$ cat src/periph_pkg.sv
// peripheral bus definitions
`default_nettype none

package periph_pkg;

    // ------------------------------------------------------------------------
    // packed bus layout
    // ------------------------------------------------------------------------
    // cpu to peripheral bundle
    localparam int fwd_width = 69;
    localparam int wdata_hi  = 68;
    localparam int wdata_lo  = 37;
    localparam int wstrb_hi  = 36;
    localparam int wstrb_lo  = 33;
    localparam int addr_hi   = 32;
    localparam int addr_lo   = 1;
    localparam int valid_bit = 0;

    // peripheral to cpu bundle
    localparam int ret_width = 33;
    localparam int ready_bit = 32;
    localparam int rdata_hi  = 31;
    localparam int rdata_lo  = 0;

    // ------------------------------------------------------------------------
    // address map
    // ------------------------------------------------------------------------
    // a window is selected by addr[31:14] == {base_hi, base_lo, 2'b00}
    localparam logic [7:0] regfile_base_hi = 8'h03;
    localparam logic [7:0] regfile_base_lo = 8'h00;
    localparam logic [7:0] timer_base_hi   = 8'h03;
    localparam logic [7:0] timer_base_lo   = 8'h04;

    // timer word indices, addr[3:2]
    localparam logic [1:0] timer_ctrl_ofs  = 2'd0;
    localparam logic [1:0] timer_count_ofs = 2'd1;
    localparam logic [1:0] timer_cmp_ofs   = 2'd2;
    localparam logic [1:0] timer_stat_ofs  = 2'd3;

    // longest legal run of addressed cycles without ready
    localparam int max_stall_cycles = 3;

    // any strobe bit set makes the request a write
    typedef enum logic {
        acc_read,
        acc_write
    } bus_kind_e;

    // strobed byte merge shared by both sfr blocks
    function automatic logic [31:0] merge_bytes(
        input logic [31:0] old_word,
        input logic [31:0] new_word,
        input logic [3:0]  strb
    );
        logic [31:0] res;
        res = old_word;
        for (int i = 0; i < 4; i++) begin
            if (strb[i]) begin
                res[8*i +: 8] = new_word[8*i +: 8];
            end
        end
        return res;
    endfunction

endpackage

`default_nettype wire

$ cat src/bus_protocol_monitor.sv
// bus protocol monitor
`timescale 1ns/10ps
`default_nettype none

module bus_protocol_monitor (
    input  logic                             clk,
    input  logic                             rst,
    input  logic [periph_pkg::fwd_width-1:0] mem_packed_fwd,
    input  logic [periph_pkg::ret_width-1:0] mem_packed_ret,
    output logic                             err_stall,
    output logic                             err_ready_idle,
    output logic                             err_drop,
    output logic                             err_unstable
);

    logic [31:0]           wdata;
    logic [3:0]            wstrb;
    logic [31:0]           addr;
    logic                  valid;
    logic                  ready;
    logic [67:0]           req;
    logic                  addressed;
    logic                  held;
    logic                  prev_valid;
    logic                  prev_ready;
    logic [67:0]           prev_req;
    logic [31:0]           stall_cnt;
    logic [31:0]           stall_next;

    // ------------------------------------------------------------------------
    // bus view from the cpu side
    // ------------------------------------------------------------------------
    assign wdata = mem_packed_fwd[periph_pkg::wdata_hi:periph_pkg::wdata_lo];
    assign wstrb = mem_packed_fwd[periph_pkg::wstrb_hi:periph_pkg::wstrb_lo];
    assign addr  = mem_packed_fwd[periph_pkg::addr_hi:periph_pkg::addr_lo];
    assign valid = mem_packed_fwd[periph_pkg::valid_bit];
    assign ready = mem_packed_ret[periph_pkg::ready_bit];

    assign req = {addr, wstrb, wdata};

    // unmapped requests may stall forever, so only count mapped ones
    assign addressed =
        (addr[31:14] == {periph_pkg::regfile_base_hi, periph_pkg::regfile_base_lo, 2'b00}) ||
        (addr[31:14] == {periph_pkg::timer_base_hi, periph_pkg::timer_base_lo, 2'b00});

    // a request up and unanswered at the last edge must be kept by the cpu
    assign held = prev_valid && !prev_ready;

    assign stall_next = (valid && !ready && addressed) ? stall_cnt + 32'd1 : 32'h0;

    // ------------------------------------------------------------------------
    // history
    // ------------------------------------------------------------------------
    always_ff @(posedge clk) begin
        if (rst) begin
            prev_valid <= 1'b0;
            prev_ready <= 1'b0;
            stall_cnt  <= 32'h0;
        end else begin
            prev_valid <= valid;
            prev_ready <= ready;
            stall_cnt  <= stall_next;
        end
    end

    always_ff @(posedge clk) begin
        prev_req <= req;
    end

    // ------------------------------------------------------------------------
    // sticky error flags
    // ------------------------------------------------------------------------
    always_ff @(posedge clk) begin
        if (rst) begin
            err_stall      <= 1'b0;
            err_ready_idle <= 1'b0;
            err_drop       <= 1'b0;
            err_unstable   <= 1'b0;
        end else begin
            if (stall_next > periph_pkg::max_stall_cycles) begin
                err_stall <= 1'b1;
            end
            if (ready && !valid) begin
                err_ready_idle <= 1'b1;
            end
            // valid fell before any ready
            if (held && !valid) begin
                err_drop <= 1'b1;
            end
            // address, strobes or data moved while waiting
            if (held && valid && req != prev_req) begin
                err_unstable <= 1'b1;
            end
        end
    end

endmodule

`default_nettype wire

$ cat src/bus_return_merge.sv
// sfr return bundle merge
`timescale 1ns/10ps
`default_nettype none

module bus_return_merge (
    input  logic                             clk,
    input  logic [periph_pkg::ret_width-1:0] regfile_ret,
    input  logic [periph_pkg::ret_width-1:0] timer_ret,
    output logic [periph_pkg::ret_width-1:0] mem_packed_ret
);

    logic rf_ready;
    logic tm_ready;

    assign rf_ready = regfile_ret[periph_pkg::ready_bit];
    assign tm_ready = timer_ret[periph_pkg::ready_bit];

    // ------------------------------------------------------------------------
    // combine
    // ------------------------------------------------------------------------
    // an idle block returns all zeros, so a plain or is enough
    // both ready and read data merge the same way
    assign mem_packed_ret = regfile_ret | timer_ret;

    // windows are disjoint, so two answers at once means a decode fault
    a_one_ready: assert property (
        @(posedge clk)
        !(rf_ready && tm_ready)
    );

endmodule

`default_nettype wire

$ cat src/periph_top.sv
// peripheral subsystem top
`timescale 1ns/10ps
`default_nettype none

module periph_top (
    input  logic                             clk,
    input  logic                             rst,
    input  logic [periph_pkg::fwd_width-1:0] mem_packed_fwd,
    output logic [periph_pkg::ret_width-1:0] mem_packed_ret,
    output logic                             err_stall,
    output logic                             err_ready_idle,
    output logic                             err_drop,
    output logic                             err_unstable
);

    // per-block return bundles before the merge
    logic [periph_pkg::ret_width-1:0] regfile_ret;
    logic [periph_pkg::ret_width-1:0] timer_ret;

    // ------------------------------------------------------------------------
    // sfr blocks on the shared forward bundle
    // ------------------------------------------------------------------------
    sfr_regfile u_regfile (
        .clk            (clk),
        .rst            (rst),
        .mem_packed_fwd (mem_packed_fwd),
        .regfile_ret    (regfile_ret)
    );

    sfr_timer u_timer (
        .clk            (clk),
        .rst            (rst),
        .mem_packed_fwd (mem_packed_fwd),
        .timer_ret      (timer_ret)
    );

    // single cpu-facing return
    bus_return_merge u_merge (
        .clk            (clk),
        .regfile_ret    (regfile_ret),
        .timer_ret      (timer_ret),
        .mem_packed_ret (mem_packed_ret)
    );

    // ------------------------------------------------------------------------
    // protocol monitor on the merged bus
    // ------------------------------------------------------------------------
    bus_protocol_monitor u_monitor (
        .clk            (clk),
        .rst            (rst),
        .mem_packed_fwd (mem_packed_fwd),
        .mem_packed_ret (mem_packed_ret),
        .err_stall      (err_stall),
        .err_ready_idle (err_ready_idle),
        .err_drop       (err_drop),
        .err_unstable   (err_unstable)
    );

endmodule

`default_nettype wire

$ cat src/sfr_regfile.sv
// scratch register file sfr
`timescale 1ns/10ps
`default_nettype none

module sfr_regfile (
    input  logic                             clk,
    input  logic                             rst,
    input  logic [periph_pkg::fwd_width-1:0] mem_packed_fwd,
    output logic [periph_pkg::ret_width-1:0] regfile_ret
);

    logic [31:0]           wdata;
    logic [3:0]            wstrb;
    logic [31:0]           addr;
    logic                  valid;
    logic                  sel;
    logic [1:0]            word;
    periph_pkg::bus_kind_e kind;
    logic                  pending;
    logic                  ready;
    logic [31:0]           rdata;
    logic [31:0]           regs [4];

    // ------------------------------------------------------------------------
    // unpack and decode
    // ------------------------------------------------------------------------
    assign wdata = mem_packed_fwd[periph_pkg::wdata_hi:periph_pkg::wdata_lo];
    assign wstrb = mem_packed_fwd[periph_pkg::wstrb_hi:periph_pkg::wstrb_lo];
    assign addr  = mem_packed_fwd[periph_pkg::addr_hi:periph_pkg::addr_lo];
    assign valid = mem_packed_fwd[periph_pkg::valid_bit];

    // only bits 3..2 decoded inside the window, so it aliases
    assign sel  = valid && (addr[31:14] ==
                  {periph_pkg::regfile_base_hi, periph_pkg::regfile_base_lo, 2'b00});
    assign word = addr[3:2];
    assign kind = (|wstrb) ? periph_pkg::acc_write : periph_pkg::acc_read;

    // ------------------------------------------------------------------------
    // handshake
    // ------------------------------------------------------------------------
    // arm on the first selected cycle, drop again after one cycle
    always_ff @(posedge clk) begin
        if (rst) begin
            pending <= 1'b0;
        end else begin
            pending <= sel && !pending;
        end
    end

    // a request withdrawn during the wait cycle gets no answer
    assign ready = pending && sel;

    // ------------------------------------------------------------------------
    // storage
    // ------------------------------------------------------------------------
    // write commits on the ready edge
    always_ff @(posedge clk) begin
        if (rst) begin
            for (int i = 0; i < 4; i++) begin
                regs[i] <= 32'h0;
            end
        end else if (ready && kind == periph_pkg::acc_write) begin
            regs[word] <= periph_pkg::merge_bytes(regs[word], wdata, wstrb);
        end
    end

    // read data only in the ready cycle of a read
    assign rdata = (ready && kind == periph_pkg::acc_read) ? regs[word] : 32'h0;

    assign regfile_ret[periph_pkg::ready_bit]                     = ready;
    assign regfile_ret[periph_pkg::rdata_hi:periph_pkg::rdata_lo] = rdata;

    // ------------------------------------------------------------------------
    // checks
    // ------------------------------------------------------------------------
    // ready is a single-cycle pulse
    a_ready_pulse: assert property (
        @(posedge clk) disable iff (rst)
        ready |=> !ready
    );

    // return bundle stays quiet between answers
    a_rdata_idle: assert property (
        @(posedge clk) disable iff (rst)
        !regfile_ret[periph_pkg::ready_bit] |->
            regfile_ret[periph_pkg::rdata_hi:periph_pkg::rdata_lo] == 32'h0
    );

endmodule

`default_nettype wire

$ cat src/sfr_timer.sv
// timer sfr with compare match
`timescale 1ns/10ps
`default_nettype none

module sfr_timer (
    input  logic                             clk,
    input  logic                             rst,
    input  logic [periph_pkg::fwd_width-1:0] mem_packed_fwd,
    output logic [periph_pkg::ret_width-1:0] timer_ret
);

    logic [31:0]           wdata;
    logic [3:0]            wstrb;
    logic [31:0]           addr;
    logic                  valid;
    logic                  sel;
    logic [1:0]            word;
    periph_pkg::bus_kind_e kind;
    logic                  pending;
    logic                  ready;
    logic                  wr;
    logic                  enable;
    logic [31:0]           count;
    logic [31:0]           cmp;
    logic                  match;
    logic                  match_set;
    logic                  match_clr;
    logic [31:0]           rd_word;
    logic [31:0]           rdata;

    // ------------------------------------------------------------------------
    // unpack and decode
    // ------------------------------------------------------------------------
    assign wdata = mem_packed_fwd[periph_pkg::wdata_hi:periph_pkg::wdata_lo];
    assign wstrb = mem_packed_fwd[periph_pkg::wstrb_hi:periph_pkg::wstrb_lo];
    assign addr  = mem_packed_fwd[periph_pkg::addr_hi:periph_pkg::addr_lo];
    assign valid = mem_packed_fwd[periph_pkg::valid_bit];

    assign sel  = valid && (addr[31:14] ==
                  {periph_pkg::timer_base_hi, periph_pkg::timer_base_lo, 2'b00});
    assign word = addr[3:2];
    assign kind = (|wstrb) ? periph_pkg::acc_write : periph_pkg::acc_read;

    // same one-wait-cycle handshake as the register file
    always_ff @(posedge clk) begin
        if (rst) begin
            pending <= 1'b0;
        end else begin
            pending <= sel && !pending;
        end
    end

    assign ready = pending && sel;
    assign wr    = ready && kind == periph_pkg::acc_write;

    // ------------------------------------------------------------------------
    // counter, compare and status
    // ------------------------------------------------------------------------
    // match is checked against the live count every enabled cycle
    assign match_set = enable && (count == cmp);
    // write-one-to-clear on status bit 0
    assign match_clr = wr && word == periph_pkg::timer_stat_ofs && wstrb[0] && wdata[0];

    always_ff @(posedge clk) begin
        if (rst) begin
            enable <= 1'b0;
            count  <= 32'h0;
            cmp    <= 32'h0;
            match  <= 1'b0;
        end else begin
            if (wr && word == periph_pkg::timer_ctrl_ofs && wstrb[0]) begin
                enable <= wdata[0];
            end
            // a bus load overrides the increment
            if (wr && word == periph_pkg::timer_count_ofs) begin
                count <= periph_pkg::merge_bytes(count, wdata, wstrb);
            end else if (enable) begin
                count <= count + 32'd1;
            end
            if (wr && word == periph_pkg::timer_cmp_ofs) begin
                cmp <= periph_pkg::merge_bytes(cmp, wdata, wstrb);
            end
            // set wins over a clear in the same cycle
            match <= match_set || (match && !match_clr);
        end
    end

    // ------------------------------------------------------------------------
    // read path
    // ------------------------------------------------------------------------
    always_comb begin
        case (word)
            periph_pkg::timer_ctrl_ofs:  rd_word = {31'h0, enable};
            periph_pkg::timer_count_ofs: rd_word = count;
            periph_pkg::timer_cmp_ofs:   rd_word = cmp;
            periph_pkg::timer_stat_ofs:  rd_word = {31'h0, match};
            default:                     rd_word = 32'h0;
        endcase
    end

    assign rdata = (ready && kind == periph_pkg::acc_read) ? rd_word : 32'h0;

    assign timer_ret[periph_pkg::ready_bit]                     = ready;
    assign timer_ret[periph_pkg::rdata_hi:periph_pkg::rdata_lo] = rdata;

    // ready is a single-cycle pulse
    a_ready_pulse: assert property (
        @(posedge clk) disable iff (rst)
        ready |=> !ready
    );

    // return bundle stays quiet between answers
    a_rdata_idle: assert property (
        @(posedge clk) disable iff (rst)
        !timer_ret[periph_pkg::ready_bit] |->
            timer_ret[periph_pkg::rdata_hi:periph_pkg::rdata_lo] == 32'h0
    );

endmodule

`default_nettype wire

$ cat config.mk
export PLATFORM = sky130hd
export DESIGN_NAME = periph_top
export DESIGN_NICKNAME = d
export VERILOG_FILES = /design/src/periph_pkg.sv /design/src/bus_protocol_monitor.sv /design/src/bus_return_merge.sv /design/src/periph_top.sv /design/src/sfr_regfile.sv /design/src/sfr_timer.sv
export SDC_FILE = /design/constraint.sdc
export NUM_CORES = 1
export LEC_CHECK = 0
export ABC_AREA = 0
export BUFFER_PORTS_ARGS = -buffer_cell sky130_fd_sc_hd__buf_2
export CORE_ASPECT_RATIO = 0.5
export CORE_MARGIN = 1
export CORE_UTILIZATION = 45
export DETAILED_ROUTE_END_ITERATION = 16
export PLACE_DENSITY = 0.7
export SYNTH_ARGS = -nofsm -noshare
export SYNTH_HDL_FRONTEND = slang
export SYNTH_HIERARCHICAL = 1
export SYNTH_SLANG_ARGS = --single-unit
export TNS_END_PERCENT = 50
$ cat constraint.sdc
create_clock -name clk -period 3.1 [get_ports clk]
set_input_delay 0.31 -clock clk [delete_from_list [all_inputs] [get_ports clk]]
set_output_delay 0.31 -clock clk [all_outputs]
set_load 0.005 [all_outputs]
==> run summary <==
The run finished with clean final reports. The headroom to the max-slew limit came out at 48.8%. The post-synthesis net count came out at 1,509. The first global-routing pass estimated 68,700 µm of wire.

The count of nets left with antenna violations after detail routing came out at 0. Clock-pin slew was measured on the worst setup and hold paths at 0.07 ns. The synthesized design contains 128 enable-type register cells. TritonCTS built the clock tree. The power consumption came out at 8.60 mW. The clock latency on the worst-skew pair is 0.56 ns. The wire length after detailed routing came out at 45,800 µm. The area fraction in and, or, nand and nor cells after synthesis came out at 22.1%.

The maximum number of pins on one net before global-route repair is 44. Ranked by instance count, the synthesized netlist is headed by sky130_fd_sc_hd__nor2_1 (222), sky130_fd_sc_hd__dfxtp_1 (174), sky130_fd_sc_hd__edfxtp_1 (128), sky130_fd_sc_hd__nand2_1 (108), sky130_fd_sc_hd__xor2_1 (72). The cell count after synthesis came out at 1,436.

The tool flagged a number of max-cap violations equal to 0. After Yosys synthesis, XOR and XNOR cells account for 7.78% of the synthesized area. The total overflow left after global routing is 0. By area, the combinational part of the netlist is dominated by simple AND/OR/NAND/NOR gates. The number of buffer cells added on primary ports came out at 107. Cells fill 54.5% of the core in the end.

The final max-slew violation count came out at 0. sky130_fd_sc_hd__nor2_1 is the most common cell in the netlist. The half-perimeter wire length of the detailed placement result came out at 31,800 µm. The time the worst path needs with I/O delays and setup came out at 3.06 ns. The placer's final routability congestion estimate is 0.977. The netlist area before placement is 15,000 µm².

The share of synthesized flip-flops with an asynchronous set or reset came out at 0%. Compared with the post-synthesis result, the final layout area differs by 17.2%. STA classifies the critical path endpoint as an output port. The unique cell type count in the Yosys netlist is 86. The category of the critical setup timing path is input pin to output port.

The DRC violations left came out at 0. Data on the critical path arrives at its endpoint at 2.75 ns. The area share of the largest cell type after synthesis came out at 25.7%. The final count of hold timing violations came out at 0. The number of filler cells placed in the layout came out at 2,677. In the synthesized netlist the dominant register cell turns out to be sky130_fd_sc_hd__dfxtp_1. The sort of element at the start of the critical path is an input pin. The maximum clock rate is 326 MHz. The warning count from the yosys run came out at 6. On the final layout, the worst hold slack is 0.0205 ns. The maximum clock path buffer count came out at 3.

The number of global-route vias before repair came out at 11,700. For this configuration, the core starts out at a cell density of 46.5%. The chip width came out at 260 µm. The first TritonRoute pass finished after 7 iterations. The transition time at the pin with the least slew margin came out at 0.761 ns.

The clock root buffer is sky130_fd_sc_hd__clkbuf_16. The maximum vdd drop came out at 0.433 mV. Setup repair after global routing could not meet its margin everywhere. The average via count per standard cell came out at 6.02. The largest area contributor in the synthesized netlist is sky130_fd_sc_hd__edfxtp_1. The number of vias after detailed routing came out at 12,200.

After layout, the worst setup slack is 0.0351 ns. The fraction of synthesized area in multiplexers is 9.72%. The min-delay analysis places its worst path in the category input pin to register. The clock sink count came out at 302. The floorplan step defined a die boundary enclosing 34,000 µm². In the final routed layout, each cell accounts on average for 22.5 µm. In this run the power density over the cells is 490 nW/µm². The number of rows in the core area came out at 46. The global routing usage summed across all routing layers is 26.7%. The DRC marker count from the first detailed-route iteration came out at 1,351. The final-stage net count is 1,652. The die extent in y came out at 131 µm. The number of antenna violations at the first check in global routing was 2. The area of the core came out at 32,200 µm². The boundary pin count came out at 108. The number of flip-flops and latches in the synthesized netlist is 302. After synthesis, flip-flops and latches occupy 49.0% of the total area. The maximum net fanout on the critical path is 32.

The share of the clock period used by the worst path after layout is 98.9%. The reported leakage power came out at 6.40 nW. The synthesized-area fraction occupied by adder cells came out at 0.167%. STA puts the critical path data required time at 2.79 ns.

The compound-gate portion of the synthesized area is 7.55%. The worst clock skew came out at 0.0187 ns. The post-placement worst setup slack is 0.187 ns.

Setup violations remaining at the end of the flow were counted as 0. After detailed placement, the total cell area comes to 15,900 µm². The final cell area excluding filler cells came out at 17,500 µm².

The share of cells above drive strength 1 is 17.6%. TritonCTS created 28 clock buffers. After synthesis, the cell types taking the most area are sky130_fd_sc_hd__edfxtp_1 (26%), sky130_fd_sc_hd__dfxtp_1 (23%), sky130_fd_sc_hd__nor2_1 (5.6%). The H-tree depth came out at 1. The mean area per synthesized cell came out at 10.4 µm².
## critical path: stages
cell and delay (ns):
sky130_fd_sc_hd__dlygate4sd3_1 0.55, sky130_fd_sc_hd__buf_2 0.17, sky130_fd_sc_hd__or4_4 0.50, sky130_fd_sc_hd__nor4_4 0.35
sky130_fd_sc_hd__nand4_1 0.15, sky130_fd_sc_hd__buf_6 0.24, sky130_fd_sc_hd__nor2b_1 0.23, sky130_fd_sc_hd__or2_1 0.14
sky130_fd_sc_hd__buf_2 0.10
## registers in the layout (all words and copies together), names as in the netlist
name,count
u_timer/count,32
u_timer/cmp,32
u_monitor/err_stall,1
u_timer/pending,1
u_timer/match,1
u_timer/enable,1
u_monitor/prev_valid,1
u_monitor/prev_ready,1
u_regfile/regs,128
u_regfile/pending,1
u_monitor/err_drop,1
u_monitor/err_ready_idle,1
u_monitor/prev_req,68
u_monitor/err_unstable,1
u_monitor/stall_cnt,32
## what timing repair did
item,CTS,global route
setup buffers,0,1
resized for setup,0,9
setup endpoints to repair,0,32
hold endpoints to repair,57,0
hold buffers,57,0
## path summary, 6_finish.rpt
kind,slack (ns),depth (start not counted),start,end
hold reg to reg,0.49,2,u_monitor/err_ready_idle,u_monitor/err_ready_idle
hold / removal,0.02,1,mem_packed_fwd[48],u_monitor/prev_req[11]
setup / recovery,0.04,9,mem_packed_fwd[22],mem_packed_ret[31]
setup reg to reg,0.40,6,u_timer/count[1],u_timer/count[20]
## cells by family after synthesis
logic type / Yosys count
buffers and inverters: 112
xor gates and xnor gates: 133
muxes: 104
adders and majority gates: 2
DFF: 302
AOI/OAI and AO/OA: 154
and+or+nand+nor: 629
## layout by cell type (no fill, tap or decap), drive strengths merged, types with 22 or more instances in the layout
cell | Yosys | layout
nand2 | 108 | 108
mux2i | 70 | 70
or2 | 38 | 38
edfxtp | 128 | 128
nand4 | 41 | 41
buf | 55 | 149
xor2 | 72 | 72
a21oi | 22 | 22
clkbuf | 38 | 33
nor2b | 35 | 35
a22oi | 37 | 37
nor3 | 25 | 25
nor4 | 41 | 41
mux4 | 33 | 33
dfxtp | 174 | 174
nand3 | 49 | 49
dlygate4sd3 | 0 | 57
nor2 | 222 | 222
xnor2 | 61 | 61
## layout make-up
cell class	instances	area, µm²	share of cell area [%]
multi-input combinational	1022	7120	40.6
clock buffer	33	771	4.39
sequential	302	7330	41.8
clock inverter	19	205	1.17
timing repair buffer	206	1500	8.55
antenna	1	2.50	0.0143
tap	432	541	3.08
inverter	19	71.3	0.407
## report_power, final
group / switching [mW] / internal [mW]
registers: 0.0354 / 4.24
logic: 0.406 / 0.257
clock network: 1.61 / 2.05
total: 2.06 / 6.55
## metrics by stage
stage,instances,setup TNS (ns)
after floorplan,1436,0
after global placement,1923,0
after detailed placement,1923,0
after CTS,2032,0
after global routing,2033,-0.00935
final,2034,0
## layer usage
| layer | wire length, µm | global-route usage, % |
|---|---|---|
| met4 | 1360 | 8.86 |
| met1 | 19000 | 36.8 |
| met3 | 4470 | 4.59 |
| met5 | 0 | 0 |
| met2 | 21000 | 42.9 |
(Power assumes the default switching activity.)
